## src/common/addrgen_pkg.sv

```systemverilog
`default_nettype none

package addrgen_pkg;

  ////////////////////////////////////////
  // Widths and depths
  ////////////////////////////////////////

  // Byte address width on the memory bus
  localparam int unsigned AddrWidth    = 32;
  // Operand word from the register file
  localparam int unsigned ElenWidth    = 64;
  // Vector length counter
  localparam int unsigned VlWidth      = 16;
  // 8 bytes per bus beat
  localparam int unsigned BusBytesLog  = 3;
  localparam int unsigned AxiLenWidth  = 8;
  // Descriptor queue towards the load/store units
  localparam int unsigned QueueDepth   = 4;
  // Computed gather/scatter addresses waiting for the generator
  localparam int unsigned IdxBufDepth  = 2;
  // Selects one sub-word of an operand word
  localparam int unsigned ElemPtrWidth = $clog2(ElenWidth / 8);

  ////////////////////////////////////////
  // Types
  ////////////////////////////////////////

  typedef logic [AddrWidth-1:0]   addr_t;
  typedef logic [ElenWidth-1:0]   elen_t;
  typedef logic [VlWidth-1:0]     vlen_t;
  typedef logic [AxiLenWidth-1:0] axi_len_t;
  typedef logic [2:0]             axi_size_t;

  // Value equals log2 of the bytes per element
  typedef enum logic [1:0] {
    EW8  = 2'd0,
    EW16 = 2'd1,
    EW32 = 2'd2,
    EW64 = 2'd3
  } vew_e;

  // Unit-stride, strided and indexed loads and stores
  typedef enum logic [2:0] {
    OP_VLE,
    OP_VSE,
    OP_VLSE,
    OP_VSSE,
    OP_VLXE,
    OP_VSXE
  } mem_op_e;

  // One entry per AR/AW request, consumed by the load or store unit
  typedef struct packed {
    addr_t     addr;
    axi_len_t  len;
    axi_size_t size;
    logic      is_load;
  } ls_req_t;

  // True when the address is not a multiple of the element size
  function automatic logic is_addr_error(addr_t addr, vew_e vew);
    return |(addr & ((addr_t'(1) << vew) - addr_t'(1)));
  endfunction

endpackage

`default_nettype wire

```

## src/hw/req_queue.sv

```systemverilog
`default_nettype none

module req_queue #(
  parameter type         payload_t = logic,
  parameter int unsigned Depth     = 2
) (
  input  wire logic     clk_i,
  input  wire logic     rst_ni,
  input  wire logic     push_i,
  input  wire payload_t data_i,
  output logic          full_o,
  input  wire logic     pop_i,
  output payload_t      data_o,
  output logic          empty_o
);

  // Entry storage
  payload_t mem_q [Depth];

  logic [$clog2(Depth)-1:0] wr_ptr_q, rd_ptr_q;
  logic [$clog2(Depth):0]   cnt_q;
  logic                     do_push, do_pop;

  assign full_o  = int'(cnt_q) == Depth;
  assign empty_o = cnt_q == '0;
  assign data_o  = mem_q[rd_ptr_q];

  // A pop on empty is dropped and a push on full never happens
  assign do_push = push_i && !full_o;
  assign do_pop  = pop_i && !empty_o;

  always_ff @(posedge clk_i) begin
    if (do_push) begin
      mem_q[wr_ptr_q] <= data_i;
    end
  end

  always_ff @(posedge clk_i or negedge rst_ni) begin
    if (!rst_ni) begin
      wr_ptr_q <= '0;
      rd_ptr_q <= '0;
      cnt_q    <= '0;
    end else begin
      if (do_push) begin
        wr_ptr_q <= (int'(wr_ptr_q) == Depth - 1) ? '0 : wr_ptr_q + 1'b1;
      end
      if (do_pop) begin
        rd_ptr_q <= (int'(rd_ptr_q) == Depth - 1) ? '0 : rd_ptr_q + 1'b1;
      end
      // Occupancy only moves when exactly one side acts
      case ({do_push, do_pop})
        2'b10:   cnt_q <= cnt_q + 1'b1;
        2'b01:   cnt_q <= cnt_q - 1'b1;
        default: cnt_q <= cnt_q;
      endcase
    end
  end

  // Producers must respect full_o or an entry is lost
  assert property (@(posedge clk_i) disable iff (!rst_ni) !(push_i && full_o));

endmodule

`default_nettype wire

```

## src/addrgen/insn_sequencer.sv

```systemverilog
`default_nettype none

module insn_sequencer import addrgen_pkg::*; (
  input  wire logic    clk_i,
  input  wire logic    rst_ni,
  // Instruction from the issuer
  input  wire logic    pe_req_valid_i,
  input  wire mem_op_e pe_op_i,
  input  wire addr_t   pe_addr_i,
  input  wire addr_t   pe_stride_i,
  input  wire vlen_t   pe_vl_i,
  input  wire vew_e    pe_eew_idx_i,
  input  wire vew_e    pe_vew_i,
  // Request towards the AXI request generator
  input  wire logic    req_done_i,
  input  wire logic    idx_error_i,
  output logic         req_valid_o,
  output addr_t        req_addr_o,
  output vlen_t        req_len_o,
  output addr_t        req_stride_o,
  output vew_e         req_vew_o,
  output logic         req_is_load_o,
  output logic         req_is_burst_o,
  output logic         req_is_indexed_o,
  // Index unit start
  output logic         idx_start_o,
  output addr_t        idx_base_o,
  output vew_e         idx_eew_o,
  output vlen_t        idx_vl_o,
  // Completion
  output logic         ack_o,
  output logic         error_o
);

  typedef enum logic [1:0] {
    IDLE,
    ADDRGEN,
    ADDRGEN_IDX,
    ADDRGEN_IDX_END
  } state_e;

  state_e state_q, state_d;

  // Latched instruction
  mem_op_e op_q;
  addr_t   addr_q, stride_q;
  vlen_t   vl_q;
  vew_e    vew_q, eew_q;
  logic    latch;

  logic    ack_d, err_d, idx_start_d;
  logic    ack_q, err_q, idx_start_q;

  ////////////////////////////////////////
  // Instruction FSM
  ////////////////////////////////////////

  always_comb begin
    state_d     = state_q;
    latch       = 1'b0;
    ack_d       = 1'b0;
    err_d       = 1'b0;
    idx_start_d = 1'b0;
    req_valid_o = 1'b0;
    case (state_q)
      IDLE: begin
        // Strobes while busy are simply not looked at
        if (pe_req_valid_i) begin
          latch = 1'b1;
          if (pe_op_i inside {OP_VLXE, OP_VSXE}) begin
            state_d     = ADDRGEN_IDX;
            idx_start_d = 1'b1;
          end else begin
            state_d = ADDRGEN;
          end
        end
      end
      ADDRGEN: begin
        // A misaligned base ends here and nothing reaches the bus
        if (is_addr_error(addr_q, vew_q)) begin
          ack_d   = 1'b1;
          err_d   = 1'b1;
          state_d = IDLE;
        end else begin
          req_valid_o = 1'b1;
          if (req_done_i) begin
            ack_d   = 1'b1;
            state_d = IDLE;
          end
        end
      end
      ADDRGEN_IDX: begin
        // Any element may fault, so hold until the generator reports
        req_valid_o = 1'b1;
        if (req_done_i || idx_error_i) begin
          ack_d   = 1'b1;
          err_d   = idx_error_i;
          state_d = ADDRGEN_IDX_END;
        end
      end
      // Ack is visible here
      default: state_d = IDLE;
    endcase
  end

  // Payload of the instruction
  always_ff @(posedge clk_i) begin
    if (latch) begin
      op_q     <= pe_op_i;
      addr_q   <= pe_addr_i;
      stride_q <= pe_stride_i;
      vl_q     <= pe_vl_i;
      vew_q    <= pe_vew_i;
      eew_q    <= pe_eew_idx_i;
    end
  end

  always_ff @(posedge clk_i or negedge rst_ni) begin
    if (!rst_ni) begin
      state_q     <= IDLE;
      ack_q       <= 1'b0;
      err_q       <= 1'b0;
      idx_start_q <= 1'b0;
    end else begin
      state_q     <= state_d;
      ack_q       <= ack_d;
      err_q       <= err_d;
      idx_start_q <= idx_start_d;
    end
  end

  assign req_addr_o       = addr_q;
  assign req_len_o        = vl_q;
  assign req_stride_o     = stride_q;
  assign req_vew_o        = vew_q;
  assign req_is_load_o    = op_q inside {OP_VLE, OP_VLSE, OP_VLXE};
  // Unit-stride turns into a single incrementing burst
  assign req_is_burst_o   = op_q inside {OP_VLE, OP_VSE};
  assign req_is_indexed_o = op_q inside {OP_VLXE, OP_VSXE};

  assign idx_start_o = idx_start_q;
  assign idx_base_o  = addr_q;
  assign idx_eew_o   = eew_q;
  assign idx_vl_o    = vl_q;

  assign ack_o   = ack_q;
  assign error_o = err_q;

  // The issuer waits for ack, so completions never come back to back
  assert property (@(posedge clk_i) disable iff (!rst_ni) ack_o |=> !ack_o);

endmodule

`default_nettype wire

```

## src/addrgen/index_unit.sv

```systemverilog
`default_nettype none

module index_unit import addrgen_pkg::*; (
  input  wire logic  clk_i,
  input  wire logic  rst_ni,
  input  wire logic  idx_start_i,
  input  wire addr_t idx_base_i,
  input  wire vew_e  idx_eew_i,
  input  wire vlen_t idx_vl_i,
  // Index words from the register file
  input  wire elen_t operand_i,
  input  wire logic  operand_valid_i,
  output logic       operand_ready_o,
  // Index address buffer towards the generator
  input  wire logic  idx_pop_i,
  output addr_t      idx_addr_o,
  output logic       idx_valid_o
);

  logic                    busy_q;
  addr_t                   base_q;
  vew_e                    eew_q;
  vlen_t                   cnt_q;
  logic [ElemPtrWidth-1:0] elm_ptr_q, last_subw_q;

  elen_t idx_word;
  addr_t idx_sum;
  logic  buf_full, buf_empty, push;

  // Pick the current sub-word, zero extended
  always_comb begin
    case (eew_q)
      EW8:     idx_word = elen_t'(operand_i[8*elm_ptr_q +: 8]);
      EW16:    idx_word = elen_t'(operand_i[16*elm_ptr_q[1:0] +: 16]);
      EW32:    idx_word = elen_t'(operand_i[32*elm_ptr_q[0] +: 32]);
      default: idx_word = operand_i;
    endcase
  end

  assign idx_sum = base_q + addr_t'(idx_word);

  // A start always wins over leftovers of an aborted instruction
  assign push = busy_q && operand_valid_i && !buf_full && !idx_start_i;

  // Word is done at its last sub-word or at the last element
  assign operand_ready_o = push && ((elm_ptr_q == last_subw_q) || (cnt_q == vlen_t'(1)));

  always_ff @(posedge clk_i or negedge rst_ni) begin
    if (!rst_ni) begin
      busy_q      <= 1'b0;
      base_q      <= '0;
      eew_q       <= EW8;
      cnt_q       <= '0;
      elm_ptr_q   <= '0;
      last_subw_q <= '0;
    end else if (idx_start_i) begin
      busy_q      <= idx_vl_i != '0;
      base_q      <= idx_base_i;
      eew_q       <= idx_eew_i;
      cnt_q       <= idx_vl_i;
      elm_ptr_q   <= '0;
      // 7, 3, 1 or 0 for 8, 16, 32 or 64 bit indices
      last_subw_q <= ElemPtrWidth'(7 >> idx_eew_i);
    end else if (push) begin
      cnt_q     <= cnt_q - 1'b1;
      elm_ptr_q <= operand_ready_o ? '0 : elm_ptr_q + 1'b1;
      if (cnt_q == vlen_t'(1)) begin
        busy_q <= 1'b0;
      end
    end
  end

  req_queue #(
    .payload_t(addr_t),
    .Depth    (IdxBufDepth)
  ) i_idx_buf (
    .clk_i  (clk_i),
    .rst_ni (rst_ni),
    .push_i (push),
    .data_i (idx_sum),
    .full_o (buf_full),
    .pop_i  (idx_pop_i),
    .data_o (idx_addr_o),
    .empty_o(buf_empty)
  );

  assign idx_valid_o = !buf_empty;

endmodule

`default_nettype wire

```

## src/addrgen/axi_req_gen.sv

```systemverilog
`default_nettype none

module axi_req_gen import addrgen_pkg::*; (
  input  wire logic  clk_i,
  input  wire logic  rst_ni,
  // Request from the sequencer
  input  wire logic  req_valid_i,
  input  wire addr_t req_addr_i,
  input  wire vlen_t req_len_i,
  input  wire addr_t req_stride_i,
  input  wire vew_e  req_vew_i,
  input  wire logic  req_is_load_i,
  input  wire logic  req_is_burst_i,
  input  wire logic  req_is_indexed_i,
  output logic       req_done_o,
  output logic       idx_error_o,
  // Index address buffer
  input  wire addr_t idx_addr_i,
  input  wire logic  idx_valid_i,
  output logic       idx_pop_o,
  // AR and AW address strobes
  input  wire logic  ar_ready_i,
  output logic       ar_valid_o,
  output addr_t      ar_addr_o,
  output axi_len_t   ar_len_o,
  output axi_size_t  ar_size_o,
  input  wire logic  aw_ready_i,
  output logic       aw_valid_o,
  output addr_t      aw_addr_o,
  output axi_len_t   aw_len_o,
  output axi_size_t  aw_size_o,
  // Descriptor queue towards the load/store units
  input  wire logic  ldu_ready_i,
  input  wire logic  stu_ready_i,
  output ls_req_t    ls_req_o,
  output logic       ls_req_valid_o,
  output vlen_t      error_vl_o
);

  // Latched request
  logic  busy_q;
  addr_t addr_q, stride_q;
  vlen_t len_q, total_q;
  vew_e  vew_q;
  logic  is_load_q, is_burst_q, is_indexed_q;

  logic [VlWidth+2:0] burst_bytes;
  axi_len_t           beat_len;
  axi_size_t          beat_size;
  addr_t              cur_addr;
  logic               have_addr, order_ok, ax_ready, fire, idx_err;
  logic               q_full, q_empty;
  ls_req_t            q_data;

  ////////////////////////////////////////
  // Beat shape and issue condition
  ////////////////////////////////////////

  // Whole vector in one burst of 8 byte beats
  assign burst_bytes = (VlWidth+3)'(len_q) << vew_q;
  assign beat_len    = is_burst_q ? axi_len_t'((burst_bytes - 1'b1) >> BusBytesLog) : '0;
  assign beat_size   = is_burst_q ? axi_size_t'(BusBytesLog) : axi_size_t'(vew_q);
  assign cur_addr    = is_indexed_q ? idx_addr_i : addr_q;

  assign have_addr = !is_indexed_q || idx_valid_i;
  // Do not mix directions in the queue
  assign order_ok  = q_empty || (ls_req_o.is_load == is_load_q);
  assign ax_ready  = is_load_q ? ar_ready_i : aw_ready_i;
  assign fire      = busy_q && have_addr && order_ok && !q_full && ax_ready;

  assign ar_valid_o = fire && is_load_q;
  assign aw_valid_o = fire && !is_load_q;
  assign ar_addr_o  = cur_addr;
  assign aw_addr_o  = cur_addr;
  assign ar_len_o   = beat_len;
  assign aw_len_o   = beat_len;
  assign ar_size_o  = beat_size;
  assign aw_size_o  = beat_size;

  // Faulting element is still issued, then the instruction stops
  assign idx_err     = fire && is_indexed_q && is_addr_error(idx_addr_i, vew_q);
  assign idx_error_o = idx_err;
  assign req_done_o  = fire && (is_burst_q || len_q == vlen_t'(1) || idx_err);

  // While idle, stale addresses left by a faulted gather are dropped
  assign idx_pop_o = busy_q ? (fire && is_indexed_q) : idx_valid_i;

  assign q_data = '{addr: cur_addr, len: beat_len, size: beat_size, is_load: is_load_q};

  always_ff @(posedge clk_i or negedge rst_ni) begin
    if (!rst_ni) begin
      busy_q     <= 1'b0;
      error_vl_o <= '0;
    end else begin
      if (!busy_q) begin
        busy_q <= req_valid_i;
      end else if (req_done_o) begin
        busy_q <= 1'b0;
      end
      // Position of the faulting element within the vector
      if (idx_err) begin
        error_vl_o <= total_q - len_q;
      end
    end
  end

  always_ff @(posedge clk_i) begin
    if (!busy_q && req_valid_i) begin
      addr_q       <= req_addr_i;
      stride_q     <= req_stride_i;
      len_q        <= req_len_i;
      total_q      <= req_len_i;
      vew_q        <= req_vew_i;
      is_load_q    <= req_is_load_i;
      is_burst_q   <= req_is_burst_i;
      is_indexed_q <= req_is_indexed_i;
    end else if (fire) begin
      // Step to the next strided element
      len_q  <= len_q - 1'b1;
      addr_q <= addr_q + stride_q;
    end
  end

  req_queue #(
    .payload_t(ls_req_t),
    .Depth    (QueueDepth)
  ) i_ls_queue (
    .clk_i  (clk_i),
    .rst_ni (rst_ni),
    .push_i (fire),
    .data_i (q_data),
    .full_o (q_full),
    .pop_i  (ldu_ready_i || stu_ready_i),
    .data_o (ls_req_o),
    .empty_o(q_empty)
  );

  assign ls_req_valid_o = !q_empty;

  assert property (@(posedge clk_i) disable iff (!rst_ni) !(ar_valid_o && aw_valid_o));

endmodule

`default_nettype wire

```

## src/addrgen/addrgen_top.sv

```systemverilog
`default_nettype none

module addrgen_top import addrgen_pkg::*; (
  input  wire logic    clk_i,
  input  wire logic    rst_ni,
  // Instruction interface
  input  wire logic    pe_req_valid_i,
  input  wire mem_op_e pe_op_i,
  input  wire addr_t   pe_addr_i,
  input  wire addr_t   pe_stride_i,
  input  wire vlen_t   pe_vl_i,
  input  wire vew_e    pe_vew_i,
  input  wire vew_e    pe_eew_idx_i,
  output logic         ack_o,
  output logic         error_o,
  output vlen_t        error_vl_o,
  // Index operands
  input  wire elen_t   operand_i,
  input  wire logic    operand_valid_i,
  output logic         operand_ready_o,
  // Memory bus addresses
  output logic         ar_valid_o,
  output addr_t        ar_addr_o,
  output axi_len_t     ar_len_o,
  output axi_size_t    ar_size_o,
  input  wire logic    ar_ready_i,
  output logic         aw_valid_o,
  output addr_t        aw_addr_o,
  output axi_len_t     aw_len_o,
  output axi_size_t    aw_size_o,
  input  wire logic    aw_ready_i,
  // Load/store unit descriptors
  output ls_req_t      ls_req_o,
  output logic         ls_req_valid_o,
  input  wire logic    ldu_ready_i,
  input  wire logic    stu_ready_i
);

  ////////////////////////////////////////
  // Sequencer to generator and index unit
  ////////////////////////////////////////

  logic  req_valid, req_done, idx_error;
  addr_t req_addr, req_stride;
  vlen_t req_len;
  vew_e  req_vew;
  logic  req_is_load, req_is_burst, req_is_indexed;

  logic  idx_start;
  addr_t idx_base;
  vew_e  idx_eew;
  vlen_t idx_vl;

  addr_t idx_addr;
  logic  idx_valid, idx_pop;

  insn_sequencer i_insn_sequencer (
    .clk_i           (clk_i),
    .rst_ni          (rst_ni),
    .pe_req_valid_i  (pe_req_valid_i),
    .pe_op_i         (pe_op_i),
    .pe_addr_i       (pe_addr_i),
    .pe_stride_i     (pe_stride_i),
    .pe_vl_i         (pe_vl_i),
    .pe_eew_idx_i    (pe_eew_idx_i),
    .pe_vew_i        (pe_vew_i),
    .req_done_i      (req_done),
    .idx_error_i     (idx_error),
    .req_valid_o     (req_valid),
    .req_addr_o      (req_addr),
    .req_len_o       (req_len),
    .req_stride_o    (req_stride),
    .req_vew_o       (req_vew),
    .req_is_load_o   (req_is_load),
    .req_is_burst_o  (req_is_burst),
    .req_is_indexed_o(req_is_indexed),
    .idx_start_o     (idx_start),
    .idx_base_o      (idx_base),
    .idx_eew_o       (idx_eew),
    .idx_vl_o        (idx_vl),
    .ack_o           (ack_o),
    .error_o         (error_o)
  );

  index_unit i_index_unit (
    .clk_i          (clk_i),
    .rst_ni         (rst_ni),
    .idx_start_i    (idx_start),
    .idx_base_i     (idx_base),
    .idx_eew_i      (idx_eew),
    .idx_vl_i       (idx_vl),
    .operand_i      (operand_i),
    .operand_valid_i(operand_valid_i),
    .operand_ready_o(operand_ready_o),
    .idx_pop_i      (idx_pop),
    .idx_addr_o     (idx_addr),
    .idx_valid_o    (idx_valid)
  );

  axi_req_gen i_axi_req_gen (
    .clk_i           (clk_i),
    .rst_ni          (rst_ni),
    .req_valid_i     (req_valid),
    .req_addr_i      (req_addr),
    .req_len_i       (req_len),
    .req_stride_i    (req_stride),
    .req_vew_i       (req_vew),
    .req_is_load_i   (req_is_load),
    .req_is_burst_i  (req_is_burst),
    .req_is_indexed_i(req_is_indexed),
    .req_done_o      (req_done),
    .idx_error_o     (idx_error),
    .idx_addr_i      (idx_addr),
    .idx_valid_i     (idx_valid),
    .idx_pop_o       (idx_pop),
    .ar_ready_i      (ar_ready_i),
    .ar_valid_o      (ar_valid_o),
    .ar_addr_o       (ar_addr_o),
    .ar_len_o        (ar_len_o),
    .ar_size_o       (ar_size_o),
    .aw_ready_i      (aw_ready_i),
    .aw_valid_o      (aw_valid_o),
    .aw_addr_o       (aw_addr_o),
    .aw_len_o        (aw_len_o),
    .aw_size_o       (aw_size_o),
    .ldu_ready_i     (ldu_ready_i),
    .stu_ready_i     (stu_ready_i),
    .ls_req_o        (ls_req_o),
    .ls_req_valid_o  (ls_req_valid_o),
    .error_vl_o      (error_vl_o)
  );

endmodule

`default_nettype wire

```

## config.mk

```make
export PLATFORM = sky130hd
export DESIGN_NAME = addrgen_top
export DESIGN_NICKNAME = d
export VERILOG_FILES = /design/src/common/addrgen_pkg.sv /design/src/hw/req_queue.sv /design/src/addrgen/insn_sequencer.sv /design/src/addrgen/index_unit.sv /design/src/addrgen/axi_req_gen.sv /design/src/addrgen/addrgen_top.sv
export SDC_FILE = /design/constraint.sdc
export NUM_CORES = 1
export LEC_CHECK = 0
export ABC_CLOCK_PERIOD_IN_PS = 4000
export BUFFER_PORTS_ARGS = -buffer_cell sky130_fd_sc_hd__buf_2
export CAP_MARGIN = 15
export CORE_ASPECT_RATIO = 0.75
export CORE_MARGIN = 5
export CORE_UTILIZATION = 50
export CTS_CLUSTER_SIZE = 24
export DETAILED_ROUTE_END_ITERATION = 16
export PLACE_DENSITY_LB_ADDON = 0.3
export SLEW_MARGIN = 20
export SYNTH_ARGS = -nofsm -noshare
export SYNTH_HDL_FRONTEND = slang
export SYNTH_HIERARCHICAL = 1
export SYNTH_SLANG_ARGS = --single-unit
```

## constraint.sdc

```tcl
create_clock -name clk_i -period 4 [get_ports clk_i]
set_input_delay 0.4 -clock clk_i [delete_from_list [all_inputs] [get_ports clk_i]]
set_output_delay 0.4 -clock clk_i [all_outputs]
set_load 0.01 [all_outputs]
```

Word-level counts from Yosys, hierarchy flattened
Memory sizes are Yosys's and may differ from the RTL's.
Cells that the tools add are included.
- register bits: 278
- bits of input ports: 159
- memory bits (writable): 236
- memories kept: 2
- output and inout port bits: 152
- bitwise logic cells: 2
- reductions and logical operators: 52
- shift-type cells: 7
- muxes and demuxes: 50
- eq/ne operators: 25
- add/subtract/negate cells: 17
- memories (name ; words ; bits a word ; read ports ; clocked after memory_dff ; write ports ; line ; source):
    i_axi_req_gen.i_ls_queue.mem_q ; 4 ; 43 ; 1 ; 0 ; 1 ; req_queue.sv:18 ; payload_t mem_q [Depth];
    i_index_unit.i_idx_buf.mem_q ; 2 ; 32 ; 1 ; 0 ; 1 ; req_queue.sv:18 ;
- operators by type and width (kind ; count):
    2-to-1 mux 32 bit ; 3
    case mux 32 bit (3 select lines) ; 1
    adder 32 bit ; 2
    bitwise AND 32 bit ; 2
    2-to-1 mux 16 bit ; 4
    OR reduction 32 bit ; 2
    variable part select 64 x 7 -> 16 bit ; 1
    variable part select 64 x 7 -> 32 bit ; 1
    variable part select 64 x 7 -> 8 bit ; 1
    << shifter 1 x 2 -> 32 bit, first input constant ; 2
    subtractor 32 x 1 -> 32 bit, second input constant ; 2
    == test 16 x 1 -> 1 bit, second input constant ; 2
    subtractor 16 x 1 -> 16 bit, second input constant ; 2
    2-to-1 mux 1 bit ; 24
    logical AND 1 bit ; 18
    2-to-1 mux 2 bit ; 8
    nonzero test 16 bit ; 1
    nonzero test 2 bit ; 8
    << shifter 16 x 2 -> 11 bit ; 1
    subtractor 16 bit ; 1
    == test 3 bit, second input constant ; 5
    == test 2 bit, second input constant ; 7
    subtractor 11 x 1 -> 11 bit, second input constant ; 1
    2-to-1 mux 3 bit ; 3
    26 further kinds ; 51

Logic depth before layout (Yosys ltp)
- depth in word-level cells: 14
- gate-level depth with buffers: 17
- gate-level depth less buffers: 14

Cells and area by module
Netlist, hierarchy kept.
- modules (own cells, without submodules) (module ; area an instance (um2) ; cells an instance ; sequential area each (um2) ; instances):
    axi_req_gen ; 8290.5 ; 837 ; 3458.3 ; 1
    req_queue at i_axi_req_gen.i_ls_queue ; 6861.6 ; 270 ; 5460.2 ; 1
    index_unit ; 5975.7 ; 687 ; 1426.4 ; 1
    insn_sequencer ; 3454.6 ; 185 ; 2737.6 ; 1
    req_queue at i_index_unit.i_idx_buf ; 2658.8 ; 118 ; 2021.9 ; 1

Worst setup path before layout
No wires, ideal clock.
- kind: flip-flop to flip-flop
- start: reg i_index_unit.elm_ptr_q[0]
- end: mem i_index_unit/i_idx_buf/mem_q[0][30] in the netlist's numbering (data pin)
- buffers on the path: 2
- required time: 3742 ps
- slack: -82 ps
- data arrival time: 3823 ps
- setup time: 258 ps
- stages on the path, launching flop included: 16
- path through: dfrtp_1 buf_2 buf_2 mux4_2 mux2i_1 nor2_1 a211oi_1 a31oi_1 fa_1 a21oi_1 o21ai_0 a21oi_1 o21ai_2 a41o_4 or4_1 and3_1
- cells in the longest elaborated chain, start to end: 3
- elaborated cells between the ends (all ways): 5
- those cells by class: 1 x add/sub; 3 x shift; 1 x mux
- ends and longest elaborated chain (item ; line ; source):
    start, declared ; index_unit.sv:24 ; logic [ElemPtrWidth-1:0] elm_ptr_q, last_subw_q;
    start signal, assigned ; index_unit.sv:66 ; elm_ptr_q <= operand_ready_o ? '0 : elm_ptr_q + 1'b1;
    variable part select 64 x 7 -> 32 bit, or another cell as far along ; index_unit.sv:35 ; EW32: idx_word = elen_t'(operand_i[32*elm_ptr_q[0] +: 32]);
    case mux 32 bit (3 select lines) * ; index_unit.sv:32 ; case (eew_q)
    adder 32 bit * ; index_unit.sv:40 ; assign idx_sum = base_q + addr_t'(idx_word);
    net i_index_unit.idx_sum[30] ; index_unit.sv:27 ; addr_t idx_sum;
    end, declared ; req_queue.sv:18 ;
The timed path passes the listed nets; every way through them passes the cells marked *.

Worst setup path after layout
- start: reg i_index_unit.elm_ptr_q[0]
- end: mem i_index_unit/i_idx_buf/mem_q[1][30] in the netlist's numbering (data pin)
Same word-level chain as after synthesis.

==> results.txt <==
status: completed
detailed-route DRC error count: 0
vias per inst: 5.84
first-pass GRT wire length: 108 mm
Top Ports: 311
pin count of the biggest net entering global routing: 70
TritonCTS clock tree: done
synthesis warning total: 6
NetSw: 10.6 mW
Total GRT Usage: 0.236
CP Data Required Time: 4340 ps
crit start category: register
RePlAce Congestion: 0.917
post-synthesis async set-or-reset flop share: 0.174
DIE AREA: 59300 µm²
CP dominant cell by count: a21oi_2
relative slew slack: 0.272
grt ovf: 0
filler instances: 4274
final setup violation count: 0
EDFF count, synth: 428
syn avg cell area: 13.0 µm²
Post-DRT Antenna Nets: 0
RSZ-0062 raised after global routing: false
Detail Placement HPWL: 51.5 mm
total power: 27.2 mW
minimum clock period: 3810 ps
PnR worst setup slack: 192 ps
sequential-to-total area share from yosys stat: 0.554
count leader, synth: edfxtp_1
pin slew with the least headroom to its limit: 1090 ps
final worst-path cycle share: 0.952
crit path cell chain: buf_12 > mux4_2 > mux2_2 > nor3_1 > a221oi_1 > ha_2 > fa_2 > a21oi_2 > o21ai_1 > a21oi_2 > o21ai_2 > a41o_4 > or4_1 > and3_1
Worst Reg-to-Reg Cells: 14
Bufs on Longest Clock Path: 3
die width: 280 µm
synth top area cells: edfxtp_1 (47%), dfrtp_1 (8.3%), mux4_2 (6.0%)
Final #Nets: 2698
Setup TNS: 0 ps
clock sink count: 518
TritonCTS Buffers: 51
htree depth: 2
max-slew violations: 0
Syn Inst Count: 2097
core area: 54200 µm²
Rows: 74
Clock Root Buffer: clkbuf_16
Sw Ratio: 0.391
cell taking the most area after synthesis: edfxtp_1
Worst Setup Path Type: register to register
initial antenna violation count: 1
highest cell delay on the worst timing path: 490 ps
FF/Latch Area: 15100 µm²
critical path depth in cells: 14
vias in the first global route: 17900
logic gate share of total power: 0.481
Port Buffer Count: 308
Reg power frac: 0.338
share of the synthesized area in the top cell type: 0.472
endpoint class of the critical path: register
pwr dens: 853 nW/µm²
clk_skew: 28.5 ps
final core utilization: 0.588
crit-path leading delay family: compound AO/OA/AOI/OAI gates
layout cells sized above 1: 0.283
Initial Utilization: 0.503
Vias: 18700
drt first-iter violations: 1630
Final Cell Area: 31900 µm²
drt wl/cell: 22.4 µm
Hold Path Cell Cnt: 1
total iterations of the first detailed-routing run: 5
Primary FF master, synth: edfxtp_1
Arr. time, crit path: 4150 ps
area grow syn2layout: 17.0%
Reg clk slew, reported paths: 60 ps
setup slack at placement: -84.1 ps
clock share of power: 0.181
Max VDD drop: 0.447 mV
top cells by count, synth: edfxtp_1 (428), nand2_1 (180), a21oi_1 (114)
Crit Path Max Fanout: 5
Multi-input gate area: 10700 µm²
final hold violation count: 0
Area after DPL: 29000 µm²
Synth Register Bits: 518
Chip Height: 212 µm
critical path's slowest cell: mux4_2
design internal power: 16.6 mW
post-synth cell types: 95
FMAX: 263 MHz
type of the worst min-delay path: primary input to register
worst path buffer plus inverter count: 1
Mapped Area: 27200 µm²
DRT Wirelength: 71.7 mm
Pleak: 12.3 nW
max-cap violation count: 0
Worst-Skew Late Latency: 610 ps
==> routing by layer <==
layer,vias up,wire (µm),track usage
li1,8500,-,-
met1,9290,34300,0.381
met2,807,29800,0.332
met3,113,5730,0.0390
met4,2,1800,0.0628
met5,-,13,0
==> worst paths after layout <==
check                      slack (ps)                                  end                               from
min reg2reg                       420           i_axi_req_gen/stride_q[31]  i_insn_sequencer/req_stride_o[31]
min in group asynchronous         510               i_index_unit/cnt_q[10]                             rst_ni
max reg2reg                       190  i_index_unit/i_idx_buf/mem_q[1][30]          i_index_unit/elm_ptr_q[0]
min                                40       i_insn_sequencer/idx_base_o[8]                       pe_addr_i[8]
max                               190  i_index_unit/i_idx_buf/mem_q[1][30]          i_index_unit/elm_ptr_q[0]
max in group asynchronous        2550              i_index_unit/base_q[24]                             rst_ni
==> state kept, by name (all words and copies together), names as in the netlist, 3 cells and up <==
| signal | count |
|---|---|
| i_index_unit/i_idx_buf/mem_q | 64 |
| i_insn_sequencer/idx_base_o | 32 |
| i_insn_sequencer/idx_vl_o | 16 |
| i_index_unit/cnt_q | 16 |
| i_insn_sequencer/req_stride_o | 32 |
| i_axi_req_gen/error_vl_o | 16 |
| i_insn_sequencer/op_q | 3 |
| i_axi_req_gen/addr_q | 32 |
| i_axi_req_gen/stride_q | 32 |
| i_axi_req_gen/i_ls_queue/cnt_q | 3 |
| i_index_unit/elm_ptr_q | 3 |
| i_index_unit/last_subw_q | 3 |
| i_axi_req_gen/i_ls_queue/mem_q | 176 |
| i_index_unit/base_q | 32 |
| i_axi_req_gen/len_q | 16 |
| i_axi_req_gen/total_q | 16 |
==> what timing repair did <==
item	CTS	global route
endpoints found under the setup margin	10	35
resized for setup	5	13
gates cloned	0	2
endpoints found under the hold margin	149	0
pin swaps	1	4
buffers inserted	1	14
hold buffers	85	0
==> placed cells by master (no fill, tap or decap), types with 11 or more instances in the layout <==
master and instances:
buf_4 65, nor3_1 36, a21oi_1 109, o21ai_1 11
a21boi_0 18, nand2b_1 16, nand2_1 179, mux4_2 73
inv_1 78, dlygate4sd3_1 85, nand3_1 24, mux2_2 80
xnor2_1 59, nor4_1 22, a21o_1 37, nor2_1 98
a211oi_1 18, dfrtp_1 84, mux2_4 29, o21ai_0 95
buf_2 308, a31oi_1 18, o21a_1 14, nor2b_1 17
nand4_1 19, clkinv_1 12, ha_1 95, xor2_1 41
clkbuf_16 53, edfxtp_1 428, mux2i_1 21
==> cell type report <==
cell class / instances / share of cell area
Clock buffer: 59 / 0.0413
Multi-Input combinational cell: 1318 / 0.336
Tap cell: 722 / 0.0284
Sequential cell: 518 / 0.474
Clock inverter: 36 / 0.0125
Timing Repair Buffer: 470 / 0.0983
Inverter: 80 / 0.00946
Antenna cell: 1 / 0.0000785
==> worst reg2reg max path: cells and delay by family (launching register included) <==
family / cells / cell delay, ps
buffers and inverters: 1 / 120
AOI/OAI and AO/OA: 6 / 940
adders and majority gates: 2 / 650
and+or+nand+nor: 3 / 700
muxes: 2 / 760
DFF: 1 / 380
==> per-stage QoR <==
step / cells / hold WS [ps]
finish: 3204 / 44.2
detailed placement: 3006 / 408
floorplan: 2102 / 104
CTS: 3187 / 9.07
global placement: 3006 / 404
global route: 3203 / 5.83
==> cells by family (layout without fill, tap and decap cells) <==
group	Yosys count	in the layout	share of synthesized area
xor gates and xnor gates	100	100	0.0322
muxes	219	219	0.127
adders and majority gates	100	100	0.0470
other	1	7	0.000138
and+or+nand+nor	478	478	0.0840
buffers and inverters	266	645	0.0566
AOI/OAI and AO/OA	415	415	0.0986
DFF	518	518	0.554
==> power groups by stage <==
| stage | Clock (mW) | Sequential, mW | Combinational, mW |
|---|---|---|---|
| floorplan | 0 | 8.88 | 9.25 |
| global placement | 0 | 9.23 | 12.3 |
| detailed placement | 0 | 9.30 | 12.5 |
| CTS | 5.03 | 9.20 | 12.7 |
| global route | 5.28 | 9.33 | 14.2 |
| finish | 4.92 | 9.19 | 13.1 |
(Power assumes the default switching activity.)
